`src/hdl/bus_pkg.sv`:
```
// bus widths are fixed here; every slave depth must be a power of two no larger than 2**ADDR_W
package bus_pkg;

	localparam int ADDR_W   = 12;
	localparam int DATA_W   = 8;
	localparam int BURST_W  = 4;
	localparam int SEL_W    = 2;
	localparam int N_SLAVES = 3;

	// header on the wire is address then burst count, lsb first
	localparam int HDR_W = ADDR_W + BURST_W;

	typedef logic [ADDR_W-1:0]  addr_t;  // byte address
	typedef logic [DATA_W-1:0]  data_t;  // one byte
	typedef logic [BURST_W-1:0] burst_t; // beats 1..15, 0 is illegal
	typedef logic [SEL_W-1:0]   sel_t;   // slave 0..2, 3 is illegal

endpackage

```
`src/hdl/link_pkg.sv`:
```
// link structs carry one serial bit per direction; the field order is the packed layout
package link_pkg;

	// one master command, loaded on a start pulse
	typedef struct packed {
		logic            write;  // 1 write, 0 read
		bus_pkg::addr_t  addr;
		bus_pkg::data_t  data;   // same byte stored on every write beat
		bus_pkg::sel_t   sel;
		bus_pkg::burst_t burst;
	} cmd_t;

	typedef struct packed {
		logic          req;
		bus_pkg::sel_t sel;  // target slave of the bid
	} arb_req_t;

	// toward the slave
	typedef struct packed {
		logic master_valid;
		logic master_ready;
		logic write_en;
		logic read_en;
		logic tx_bit;
	} m2s_t;

	// back to the master
	typedef struct packed {
		logic slave_valid;
		logic slave_ready;
		logic rx_bit;
	} s2m_t;

endpackage

```
`src/hdl/bus_arbiter.sv`:
```
// master 0 always wins a tie; an owner keeps the bus until its done pulse, with no timeout
`timescale 1ns/10ps

module bus_arbiter (
	input  logic               clk,
	input  logic               rst_n,
	input  link_pkg::arb_req_t req0,
	input  link_pkg::arb_req_t req1,
	input  logic               done0,
	input  logic               done1,
	output logic               grant0,
	output logic               grant1
);

	typedef enum logic [1:0] {
		A_FREE,
		A_OWN0,
		A_OWN1
	} state_t;

	state_t state;

	always_ff @(posedge clk) begin
		if (!rst_n) begin
			state <= A_FREE;
		end else begin
			case (state)
				A_FREE: begin
					if (req0.req)      state <= A_OWN0; // fixed priority
					else if (req1.req) state <= A_OWN1;
				end
				A_OWN0: if (done0) state <= A_FREE;
				A_OWN1: if (done1) state <= A_FREE;
				default: state <= A_FREE;
			endcase
		end
	end

	assign grant0 = (state == A_OWN0);
	assign grant1 = (state == A_OWN1);

	a_one_grant: assert property (@(posedge clk) disable iff (!rst_n)
		!(grant0 && grant1));

endmodule

```
`src/hdl/bus_interconnect.sv`:
```
// pure routing around the arbiter; the owner's sel is frozen for the whole transaction
`timescale 1ns/10ps

module bus_interconnect (
	input  logic               clk,
	input  logic               rst_n,
	input  link_pkg::arb_req_t req0,
	input  link_pkg::arb_req_t req1,
	input  logic               done0,
	input  logic               done1,
	output logic               grant0,
	output logic               grant1,
	input  link_pkg::m2s_t     m2s0,
	input  link_pkg::m2s_t     m2s1,
	output link_pkg::s2m_t     s2m0,
	output link_pkg::s2m_t     s2m1,
	output link_pkg::m2s_t     sm2s [bus_pkg::N_SLAVES],
	input  link_pkg::s2m_t     ss2m [bus_pkg::N_SLAVES]
);
	import bus_pkg::*;
	import link_pkg::*;

	sel_t sel_q;
	m2s_t m2s_own;
	s2m_t s2m_sel;
	logic any_grant;

	bus_arbiter arbiter (
		.clk    (clk),
		.rst_n  (rst_n),
		.req0   (req0),
		.req1   (req1),
		.done0  (done0),
		.done1  (done1),
		.grant0 (grant0),
		.grant1 (grant1)
	);

	// same priority as the arbiter, captured on the edge the grant goes out
	always_ff @(posedge clk) begin
		if (!rst_n) begin
			sel_q <= '0;
		end else if (!grant0 && !grant1) begin
			if (req0.req)      sel_q <= req0.sel;
			else if (req1.req) sel_q <= req1.sel;
		end
	end

	assign any_grant = grant0 || grant1;
	assign m2s_own   = grant0 ? m2s0 : m2s1;

	always_comb begin
		s2m_sel = '0;
		for (int i = 0; i < N_SLAVES; i++) begin
			sm2s[i] = '0; // unselected slaves stay idle
			if (any_grant && sel_q == sel_t'(i)) begin
				sm2s[i] = m2s_own;
				s2m_sel = ss2m[i];
			end
		end
	end

	always_comb begin
		s2m0 = '0;
		s2m1 = '0;
		if (grant0) s2m0 = s2m_sel;
		if (grant1) s2m1 = s2m_sel;
	end

endmodule

```
`config.mk`:
```
export PLATFORM = sky130hd
export DESIGN_NAME = bus_interconnect
export DESIGN_NICKNAME = d
export VERILOG_FILES = /design/src/hdl/bus_pkg.sv /design/src/hdl/link_pkg.sv /design/src/hdl/bus_arbiter.sv /design/src/hdl/bus_interconnect.sv
export SDC_FILE = /design/constraint.sdc
export NUM_CORES = 1
export LEC_CHECK = 0
export BUFFER_PORTS_ARGS = -buffer_cell sky130_fd_sc_hd__buf_4
export CORE_MARGIN = 2
export CORE_UTILIZATION = 25
export CTS_CLUSTER_SIZE = 20
export DETAILED_ROUTE_END_ITERATION = 10
export GPL_ROUTABILITY_DRIVEN = 1
export PLACE_DENSITY = 0.73
export SLEW_MARGIN = 40
export SYNTH_ARGS = -nofsm -noshare
export SYNTH_HDL_FRONTEND = slang
export SYNTH_HIERARCHICAL = 1
export SYNTH_SLANG_ARGS = --single-unit
```
`constraint.sdc`:
```
create_clock -name clk -period 2.2 [get_ports clk]
set_input_delay 0.33 -clock clk [delete_from_list [all_inputs] [get_ports clk]]
set_output_delay 0.33 -clock clk [all_outputs]
set_load 0.01 [all_outputs]
```
== Word-level counts from Yosys, hierarchy flattened ==
Index checks and enable logic that the tools add are counted.
Word-level totals
  flip-flop bits (word level): 4
  logic and storage cells: 37
Operators by class
  equal/unequal tests: 7
  muxes and demuxes: 16
  reduce and logical (&&, ||, !) cells: 12
Operators by type and width (count)
  two-way mux 5 bit: 4
  two-way mux 3 bit: 5
  two-way mux 2 bit: 6
  one-hot mux 2 bit (3 select lines): 1
  equality test 2 x 1 -> 1 bit (second input constant): 2
  equality test 2 bit (second input constant): 2
  logical AND 1 bit: 4
  logical NOT 2 bit: 2
  inequality test 2 bit (second input constant): 2
  inequality test 3 bit (second input constant): 1
  AND reduction 3 bit: 1
  logical NOT 1 bit: 2
  AND reduction 2 bit: 1
  nonzero test 2 bit: 1
  logical OR 1 bit: 1

== Depth between registers and ports, before layout ==
  word-level depth: 7
  gate-level depth with buffers: 4

== Hierarchy ==
Netlist, hierarchy kept.
By module, submodules not included
  bus_interconnect: instances 1, cells an instance 49, area an instance 360.3 um2, sequential area each 40.0 um2
  bus_arbiter: instances 1, cells an instance 12, area an instance 105.1 um2, sequential area each 40.0 um2

== Worst setup path after synthesis ==
Ideal clock, no wire load.
  path type: reg-to-output
  start: reg arbiter.state[1]
  end: out sm2s[8] (netlist name)
  arrival time: 1.426 ns
  data required time: 1.870 ns
  setup slack: 0.444 ns
  stages on the path, launching flop included: 5
  cell sequence: dfxtp_1 -> nor2b_1 -> nor2_1 -> or3b_4 -> nor2_1
RTL lines
  start: declaration: line bus_arbiter.sv:21  | state_t state;
  start signal: assignment: line bus_arbiter.sv:25  | state <= A_FREE;
  start signal: assignment: line bus_arbiter.sv:29  | if (req0.req) state <= A_OWN0;
  start signal: assignment: line bus_arbiter.sv:30  | else if (req1.req) state <= A_OWN1;
  end: declaration: line bus_interconnect.sv:17  | output link_pkg::m2s_t sm2s [bus_pkg::N_SLAVES],

==> impl_metrics.env <==
export IMPL_outcome="finished clean"
export IMPL_critPathMaxStageDelay_ps=420
export IMPL_dp_hpwl_um=1330
export IMPL_overflow=0
export IMPL_n_fill_cell=189
export IMPL_hold_class="in2reg"
export IMPL_core_area_um2=1750
export IMPL_drt_wl_total_um=1590
export IMPL_syn_avg_cell_area_um2=7.63
export IMPL_root_buffer="clkbuf_4"
export IMPL_hold_ws_ps=350
export IMPL_drive_above_1_share=0.513
export IMPL_syn_instance_count=61
export IMPL_grt_max_degree=9
export IMPL_ff2ff_setup_slack_ps=920
export IMPL_area_growth_syn_to_layout_pct=93.5
export IMPL_crit_top_cell="nor2_1"
export IMPL_antenna_found_initial=0
export IMPL_synth_area_um2=465
export IMPL_ir_drop_mv=0.166
export IMPL_post_cts_resized=0
export IMPL_fmax_ghz=0.483
export IMPL_cts_tree="done"
export IMPL_grt_pass1_vias=595
export IMPL_timing_rr_end="sel_q[1]"
export IMPL_post_cts_buffers=0
export IMPL_ant_nets=0
export IMPL_place_congestion=0.766
export IMPL_cap_violations=0
export IMPL_cts_sinks=4
export IMPL_crit_slowest_cell="or3b_4"
export IMPL_synth_seq_cells=4
export IMPL_fp_dieH_um=47.2
export IMPL_insertion_delay_ps=240
export IMPL_cts_hold_buf=0
export IMPL_final_common_cell="buf_4"
export IMPL_powerDensity_nw_per_um2=382
export IMPL_path_cells="and2b_1, nor2_1, or3b_4, nor2_1, buf_4"
export IMPL_worstMarginPinSlew_ps=603
export IMPL_synthArstFlopShare=0
export IMPL_yosysSeqAreaShare=0.172
export IMPL_path_max_fanout=8
export IMPL_cts_max_level=1
export IMPL_ys_warnings_count=6
export IMPL_finalClockSkew_ps=5.40
export IMPL_rr_startpoint="arbiter/state[1]"
export IMPL_min_to="arbiter/state[1]"
export IMPL_layout_nets=146
export IMPL_timing_final_crit_share=0.942
export IMPL_ios=52
export IMPL_via_per_inst=4.52
export IMPL_initialDrtViolationCount=17
export IMPL_p_leak_nw=0.475
export IMPL_first_pass_iters=4
export IMPL_cp_end_kind="output pin"
export IMPL_vias=633
export IMPL_fp_dieW_um=47.2
export IMPL_critPathLaunchType="flop"
export IMPL_drc=0
export IMPL_n_antenna_cell=0
export IMPL_setup_viol=0
export IMPL_start_util=0.267
export IMPL_cp_arrival_ps=1740
export IMPL_final_cell_mix="53 x buf_4, 17 x nor2_1, 10 x mux2i_1"
export IMPL_synth_edff_count=0
export IMPL_hold_start="done1"
export IMPL_tns_ps=0
export IMPL_cts_buffer_depth=2
export IMPL_crit_family="simple AND/OR/NAND/NOR gates"
export IMPL_cts_buffers=3
export IMPL_period_needed_ps=2070
export IMPL_rows=15
export IMPL_rsz0062_at_grt="false"
export IMPL_routedWlPerCell_um=11.4
export IMPL_cp_num_buf_inv=1
export IMPL_synth_cell_type_count=20
export IMPL_clk_pin_slew_ps=40
export IMPL_syn_nets=90
export IMPL_die_area_um2=2220
export IMPL_final_hold_violation_count=0
export IMPL_min_path_cells=3
export IMPL_maxSlewViolCount=0
export IMPL_crit_type="reg2out"
export IMPL_grt_pass1_wl_um=2310
export IMPL_port_buffers=51
export IMPL_cp_required_ps=1870
export IMPL_maxSlewHeadroom=0.594
export IMPL_reg2regPathDepth=4
export IMPL_synth_flop_cell="dfxtp_1"
export IMPL_grt_usage=0.144
[cell type report]
| cell class | count | area, um^2 | share of cell area |
|---|---|---|---|
| flip-flops and latches | 4 | 80.1 | 0.0889 |
| clock buffers | 3 | 22.5 | 0.0250 |
| well taps | 25 | 31.3 | 0.0347 |
| repair buffers | 53 | 398 | 0.442 |
| multi-input cells | 55 | 369 | 0.410 |
[cell usage after synthesis (all sizes together) (2+ instances only)]
library cell	count	area, um^2
and2b	2	16.3
a21oi	2	10.0
buf	2	16.3
nor2	17	63.8
dfxtp	4	80.1
o2bb2ai	3	26.3
mux2i	10	100
nand3b	2	15.0
o211a	2	20.0
nand2b	4	25.0
or3b	2	20.0
and2	6	37.5
[power breakdown]
part	switching (W)	total, W	internal [W]
clock network	0.0000315	0.0000927	0.0000611
registers	0.0000106	0.0000903	0.0000797
logic	0.0000664	0.000161	0.0000949
[logic make-up (layout without fill, tap and decap cells)]
family	count (synthesis)	in the layout	synth area share
AO/OA/AOI/OAI	8	8	0.132
multiplexers	10	10	0.215
buffers and inverters	2	56	0.0349
AND/OR/NAND/NOR	37	37	0.446
flip-flops	4	4	0.172
[tightest hold or removal path, stage by stage]
cell and delay [ps]:
buf_4 70, or2b_1 80, a21oi_1 50
[metrics by stage]
step	worst slack (ps)	power [W]	std cells	area (um^2)	utilization
6_report	128	0.000344	140	901	0.516
5_1_grt	10.6	0.000370	140	901	0.516
4_1_cts	122	0.000351	140	901	0.516
3_5_place_dp	386	0.000254	137	878	0.503
3_3_place_gp	452	0.000251	137	878	0.503
2_1_floorplan	444	0.000173	61	465	-
[layer usage]
layer | GRT usage | part of all wire
met1 | 0.154 | 0.38
met3 | 0.00385 | 0.072
met5 | 0 | 0
met4 | 0.0667 | 0
met2 | 0.285 | 0.54
[flip-flops by register name, summed over array words and instances, names as in the netlist]
signal and cells:
sel_q 2, arbiter/state 2
[worst max-delay path by stage]
stage,start,end,slack [ps],cells past startpoint
global route,arbiter/state[1],sm2s[7],10,5
floorplan,arbiter/state[1],sm2s[8],440,4
global placement,arbiter/state[1],sm2s[9],450,5
CTS,arbiter/state[0],sm2s[9],120,5
detailed placement,arbiter/state[0],sm2s[9],390,5
finish,arbiter/state[1],sm2s[9],130,5
(Power assumes the default switching activity.)
