<file path="config.mk">
export PLATFORM = sky130hd
export DESIGN_NAME = bus_master
export DESIGN_NICKNAME = d
export VERILOG_FILES = /design/src/hdl/bus_pkg.sv /design/src/hdl/link_pkg.sv /design/src/hdl/bus_master.sv
export SDC_FILE = /design/constraint.sdc
export NUM_CORES = 1
export LEC_CHECK = 0
export BUFFER_PORTS_ARGS = -buffer_cell sky130_fd_sc_hd__buf_2
export CORE_ASPECT_RATIO = 1.4
export CORE_MARGIN = 2
export CORE_UTILIZATION = 40
export DETAILED_ROUTE_END_ITERATION = 10
export PLACE_DENSITY_LB_ADDON = 0.3
export RECOVER_POWER = 100
export SYNTH_ARGS = -nofsm -noshare
export SYNTH_HDL_FRONTEND = slang
export SYNTH_SLANG_ARGS = --single-unit
</file>
<file path="constraint.sdc">
create_clock -name clk -period 3.9 [get_ports clk]
set_clock_uncertainty 0.05 [all_clocks]
set_input_delay 0.78 -clock clk [delete_from_list [all_inputs] [get_ports clk]]
set_output_delay 0.78 -clock clk [all_outputs]
set_load 0.1 [all_outputs]
</file>
<file path="src/hdl/bus_pkg.sv">
// bus widths are fixed here; every slave depth must be a power of two no larger than 2**ADDR_W
package bus_pkg;

	localparam int ADDR_W   = 12;
	localparam int DATA_W   = 8;
	localparam int BURST_W  = 4;
	localparam int SEL_W    = 2;
	localparam int N_SLAVES = 3;

	// header on the wire is address then burst count, lsb first
	localparam int HDR_W = ADDR_W + BURST_W;

	typedef logic [ADDR_W-1:0]  addr_t;  // byte address
	typedef logic [DATA_W-1:0]  data_t;  // one byte
	typedef logic [BURST_W-1:0] burst_t; // beats 1..15, 0 is illegal
	typedef logic [SEL_W-1:0]   sel_t;   // slave 0..2, 3 is illegal

endpackage

</file>
<file path="src/hdl/link_pkg.sv">
// link structs carry one serial bit per direction; the field order is the packed layout
package link_pkg;

	// one master command, loaded on a start pulse
	typedef struct packed {
		logic            write;  // 1 write, 0 read
		bus_pkg::addr_t  addr;
		bus_pkg::data_t  data;   // same byte stored on every write beat
		bus_pkg::sel_t   sel;
		bus_pkg::burst_t burst;
	} cmd_t;

	typedef struct packed {
		logic          req;
		bus_pkg::sel_t sel;  // target slave of the bid
	} arb_req_t;

	// toward the slave
	typedef struct packed {
		logic master_valid;
		logic master_ready;
		logic write_en;
		logic read_en;
		logic tx_bit;
	} m2s_t;

	// back to the master
	typedef struct packed {
		logic slave_valid;
		logic slave_ready;
		logic rx_bit;
	} s2m_t;

endpackage

</file>
<file path="src/hdl/bus_master.sv">
// one command at a time; starts while busy are dropped, burst 0 and slave 3 are illegal
`timescale 1ns/10ps

module bus_master (
	input  logic               clk,
	input  logic               rst_n,
	input  link_pkg::cmd_t     cmd,
	input  logic               start,
	output logic               busy,
	output bus_pkg::data_t     rdata,
	output logic               rvalid,
	output link_pkg::arb_req_t req,
	input  logic               grant,
	output logic               done,
	output link_pkg::m2s_t     m2s,
	input  link_pkg::s2m_t     s2m
);
	import bus_pkg::*;
	import link_pkg::*;

	localparam int CNT_W = $clog2(HDR_W);

	typedef enum logic [2:0] {
		M_IDLE,
		M_REQUEST,
		M_HEADER,
		M_WDATA,
		M_RDATA,
		M_FINISH
	} state_t;

	state_t             state;
	cmd_t               cmd_q;
	logic [HDR_W-1:0]   tx_sh;   // header first, then one data byte per beat
	logic [DATA_W-2:0]  rx_sh;
	data_t              rx_byte;
	logic [CNT_W-1:0]   bit_cnt;
	burst_t             beat_cnt;
	logic               in_xfer;
	logic               tx_fire;
	logic               rx_fire;
	logic               hdr_last;
	logic               last_bit;
	logic               last_beat;

	assign in_xfer   = (state == M_HEADER) || (state == M_WDATA) || (state == M_RDATA);
	assign tx_fire   = m2s.master_valid && s2m.slave_ready;
	assign rx_fire   = s2m.slave_valid && m2s.master_ready;
	assign hdr_last  = (bit_cnt == CNT_W'(HDR_W - 1));
	assign last_bit  = (bit_cnt == CNT_W'(DATA_W - 1));
	assign last_beat = (beat_cnt == cmd_q.burst - 1'b1);
	assign rx_byte   = {s2m.rx_bit, rx_sh};

	assign busy    = (state != M_IDLE);
	assign done    = (state == M_FINISH);
	assign req.req = (state == M_REQUEST);
	assign req.sel = cmd_q.sel;

	always_comb begin
		m2s              = '0;
		m2s.master_valid = (state == M_HEADER) || (state == M_WDATA);
		m2s.master_ready = (state == M_RDATA); // always ready for read bits
		m2s.write_en     = in_xfer && cmd_q.write;
		m2s.read_en      = in_xfer && !cmd_q.write;
		m2s.tx_bit       = tx_sh[0];
	end

	always_ff @(posedge clk) begin
		if (!rst_n) begin
			state    <= M_IDLE;
			bit_cnt  <= '0;
			beat_cnt <= '0;
			rvalid   <= 1'b0;
		end else begin
			rvalid <= 1'b0;
			case (state)
				M_IDLE: if (start) state <= M_REQUEST;
				M_REQUEST: if (grant) begin
					state   <= M_HEADER;
					bit_cnt <= '0;
				end
				M_HEADER: if (tx_fire) begin
					bit_cnt <= bit_cnt + 1'b1;
					if (hdr_last) begin
						bit_cnt  <= '0;
						beat_cnt <= '0;
						state    <= cmd_q.write ? M_WDATA : M_RDATA;
					end
				end
				M_WDATA, M_RDATA: if ((state == M_WDATA) ? tx_fire : rx_fire) begin
					bit_cnt <= bit_cnt + 1'b1;
					if (last_bit) begin
						bit_cnt  <= '0;
						beat_cnt <= beat_cnt + 1'b1;
						rvalid   <= (state == M_RDATA); // byte lands in rdata this edge
						if (last_beat) state <= M_FINISH;
					end
				end
				M_FINISH: state <= M_IDLE;
				default: state <= M_IDLE;
			endcase
		end
	end

	always_ff @(posedge clk) begin
		if (state == M_IDLE && start) begin
			cmd_q <= cmd;
			tx_sh <= {cmd.burst, cmd.addr};
		end else if (tx_fire) begin
			if ((state == M_HEADER && hdr_last) || (state == M_WDATA && last_bit))
				tx_sh <= HDR_W'(cmd_q.data); // reload for the next beat
			else
				tx_sh <= tx_sh >> 1;
		end
		if (rx_fire) begin
			rx_sh <= rx_byte[DATA_W-1:1];
			if (last_bit) rdata <= rx_byte;
		end
	end

	a_burst_nonzero: assert property (@(posedge clk) disable iff (!rst_n)
		(start && !busy) |-> (cmd.burst != '0));

	a_sel_legal: assert property (@(posedge clk) disable iff (!rst_n)
		(start && !busy) |-> (cmd.sel < sel_t'(N_SLAVES)));

endmodule

</file>
* Yosys cells after proc, flatten, opt, wreduce, memory -nomap -nowiden
Cells that the tools add are included.
** Word-level totals
- Flip-flop bits (word level) :: 58
- Bits of input ports :: 34
- Output and inout port bits :: 19
- Logic and storage cells :: 75
** Operators by class
- $add $sub $neg :: 3
- Equal/unequal tests :: 15
- Multiplexer cells :: 24
- Reduce and logical (&&, ||, !) cells :: 22
** Operators with widths (count)
- 2-to-1 mux 4 bit :: 9
- 2-to-1 mux 16 bit :: 2
- 2-to-1 mux 3 bit :: 8
- 2-to-1 mux 15 bit :: 1
- inequality test 2 bit, second input constant :: 6
- case mux 3 bit (4 select lines) :: 1
- case mux 4 bit (3 select lines) :: 1
- adder 4 x 1 -> 4 bit, second input constant :: 2
- case mux 4 bit (2 select lines) :: 1
- AND reduction 4 bit :: 2
- logical AND 1 bit :: 7
- AND reduction 7 bit :: 1
- equality test 3 x 2 -> 1 bit, second input constant :: 2
- equality test 3 bit, second input constant :: 2
- nonzero test 3 bit :: 2
- AND reduction 5 bit :: 1
- equality test 4 x 3 -> 1 bit, second input constant :: 1
- equality test 4 bit :: 1
- equality test 4 bit, second input constant :: 1
- nonzero test 2 bit :: 2
- subtractor 4 x 1 -> 4 bit, second input constant :: 1
- equality test 3 x 1 -> 1 bit, second input constant :: 1
- zero test 3 bit :: 1
- logical OR 1 bit :: 3
- other kinds (5) :: 5

* Logic depth before layout (Yosys ltp)
- Depth after elaboration :: 6
- Gate-level depth with buffers :: 7
- Mapped depth without buffers :: 7

* Worst setup path before layout
Ideal clock, no wire load.
- Kind :: flip-flop to output port
- Start :: register state[1]
- End :: output port m2s[2] in the netlist's numbering
- Arrival :: 3.023 ns
- Data required time :: 3.070 ns
- Setup slack :: 0.047 ns
- Cell stages (with the launch flop) :: 5
- Buffers on the path :: 1
- Cells stage by stage :: dfxtp_1 buf_6 nor3b_4 nor2_1 nor2b_1
** RTL lines
- start: declaration :: line bus_master.sv:32 : state_t state;
- start signal: assignment :: line bus_master.sv:87 : state <= cmd_q.write ? M_WDATA : M_RDATA;
- end: declaration :: line bus_master.sv:15 : output link_pkg::m2s_t m2s,

==> impl_metrics.tcl <==
set metrics [dict create \
    cts.htree.levels 3 \
    dieArea_mm2 0.00707 \
    critical-path-slowest-cell "clkbuf_1" \
    syn_inst 193 \
    synth_common_cells "edfxtp_1, nand2_1, o21ai_0, dfxtp_1, mux2i_1" \
    clockPowerShare 0.226 \
    grt_pass1_vias 1555 \
    cp_num_buf_inv 2 \
    core_area_mm2 0.00621 \
    clk_pin_slew_ns 0.06 \
    route.met2.wl_um 2390 \
    finalCritPeriodShare 0.839 \
    hp-class "register to register" \
    ys_warn_count 0 \
    preCtsSetupSlack_ns 1.37 \
    peakVddDrop_uv 729 \
    leakage_nw 1.07 \
    rows 34 \
    drt_iter0_drc 134 \
    io_pins 53 \
    cts_buffer_depth 2 \
    dr.max_layer_used "met4" \
    finalHoldViolCount 0 \
    cp.required_ns 3.07 \
    synth_edf_count 46 \
    postPlaceCellArea_mm2 0.00285 \
    crit_path_end_kind "output pin" \
    die_w_um 71.6 \
    synthArstFlopShare 0 \
    final_core_util 0.482 \
    drc 0 \
    rsz0062_at_grt "false" \
    nNetsFinal 283 \
    synth_area_per_cell_um2 13.3 \
    maxCapViolCount 1 \
    synth_top_cells_by_area "edfxtp_1, dfxtp_1, mux2i_1, o21ai_0, nand2_1" \
    yosysSeqAreaShare 0.633 \
    critPathMaxFanout 11 \
    cts_resized 0 \
    outcome "complete, but fails checks" \
    wl_met1_um 1970 \
    hpwl_um 3270 \
    setup-violations-final 0 \
    via_per_inst 5.09 \
    max_freq_ghz 0.306 \
    layout_min_cycle_time_ns 3.27 \
    postLayoutSetupSlackWorst_ns 0.627 \
    slew-limit-headroom -0.0736 \
    diodes 0 \
    first_pass_iters 4 \
    wl_met3_um 227 \
    grt_max_degree 40 \
    gp_congestion 0.746 \
    grt-ovfl-total 0 \
    combPwrFrac 0.352 \
    p_int_w 0.00138 \
    synth.distinct_cells 44 \
    drive_above_1_share 0.211 \
    cts_setup_buffers 0 \
    synth.net_count 230 \
    start_util 0.412 \
    ys.flop_type "edfxtp_1" \
    cp_data_arrival_time_ns 2.44 \
    yosys.area.top_type "edfxtp_1" \
    ctsHoldBuffers 0 \
    cts_root_buffer "clkbuf_8" \
    cts_tree "built" \
    power.density_mw_per_mm2 763 \
    numCtsBuffers 9 \
    ant_nets 0 \
    die_h_um 98.7 \
    worstSetupStartpointType "register" \
    via_count 1645 \
    cts.sinks 58 \
    io_buffers 52 \
    antenna_found_initial 0 \
    slew_violations 10 \
    synth.top_cell.area_share 0.539 \
    tns_ns 0 \
    syn-cell-area_mm2 0.00256 \
    total_power_w 0.00228 \
    crit_chain "or2b_1 -> inv_4 -> nor2_1 -> nor2b_1 -> clkbuf_1" \
    synth_most_common_cell "edfxtp_1" \
    finalWirelength_um 4680 \
    p_switching_w 0.000903 \
    swShare 0.396 \
    grt_first_pass_wirelength_um 7410 \
    clk_latency_ns 0.34 \
    syn2layout_area_growth_pct 16.8 \
    grt_usage 0.140 \
    critPathMaxStageDelay_ns 0.87 \
    cp_top_family "buffers and inverters" \
    fin_area_mm2 0.00299 \
    tightest_slew_ns 1.60 \
    avgRoutedWirePerCell_um 14.5 \
    synth-seq-cells 58 \
    worstSetupPathType "register to output pin" \
    power_frac_seq 0.422 \
    failed_checks "max-capacitance violations, max-slew violations" \
]
==> final cells by class <==
class / count / area [µm²]
clock inverter: 7 / 60.1
sequential: 58 / 1620
clock buffer: 9 / 124
tap: 72 / 90.1
fill: 592 / 3220
multi-input combinational: 119 / 832
inverter: 5 / 21.3
timing repair buffer: 53 / 243
==> logic make-up after synthesis <==
family                   after synthesis  synth area share
AND/OR/NAND/NOR                       54             0.120
AO/OA/AOI/OAI                         42             0.122
flip-flops                            58             0.633
XOR/XNOR                               9            0.0308
adder cells (fa/ha/maj)                3            0.0147
buffers and inverters                 16            0.0362
multiplexers                          11            0.0430
==> power groups by stage <==
stage          Clock, W  Combinational, W  Sequential [W]
5_1_grt        0.000562          0.000872        0.000984
4_1_cts        0.000530          0.000841        0.000965
6_report       0.000516          0.000804        0.000963
2_1_floorplan         0          0.000738        0.000931
3_5_place_dp          0          0.000838        0.000977
3_3_place_gp          0          0.000820        0.000973
==> stage by stage <==
step	hold slack (ns)	instances
3_3_place_gp	0.356	307
5_1_grt	0.393	323
4_1_cts	0.382	323
3_5_place_dp	0.366	307
6_report	0.379	323
2_1_floorplan	0.350	193
==> layer usage <==
metal,vias up,track usage
met3,11,0.0491
li1,832,-
met5,-,0
met2,33,0.224
met4,0,0.0697
met1,769,0.166
==> final timing paths <==
| path | slack, ns | start | cells past startpoint | end |
|---|---|---|---|---|
| max | 0.63 | state[1] | 5 | m2s[2] |
| min | 0.38 | rx_sh[0] | 0 | rdata[0] |
| max reg2reg | 0.77 | state[1] | 4 | tx_sh[13] |
| min reg2reg | 0.38 | rx_sh[0] | 0 | rdata[0] |
==> worst register-to-register path, delay by kind of cell (launching register included) <==
family | cells | cell delay (ns)
AOI/OAI and AO/OA | 1 | 0.30
DFF | 1 | 0.53
and+or+nand+nor | 3 | 2.00
==> layout by cell type (no fill, tap or decap), types with 2 or more instances in the layout <==
cell / instances
edfxtp_1: 46
buf_2: 32
clkbuf_1: 20
nand2_1: 19
o21ai_0: 15
dfxtp_1: 12
mux2i_1: 11
clkbuf_8: 9
a22o_1: 8
a21boi_0: 7
xnor2_1: 5
nor2_1: 5
nor3_1: 4
nor3b_1: 4
xor2_1: 4
inv_1: 3
and2_0: 3
nand3_1: 3
or3b_1: 3
ha_1: 3
clkinv_2: 3
a21oi_1: 2
or4b_1: 2
and3_1: 2
nand4_1: 2
o311a_1: 2
clkinv_1: 2
==> sequential cells by signal, indices dropped and copies added, names as in the netlist <==
register,count
beat_cnt,4
rvalid,1
rdata,8
rx_sh,7
tx_sh,16
req,2
cmd_q,13
bit_cnt,4
state,3
Note: power is estimated with default switching activity, not from simulation.
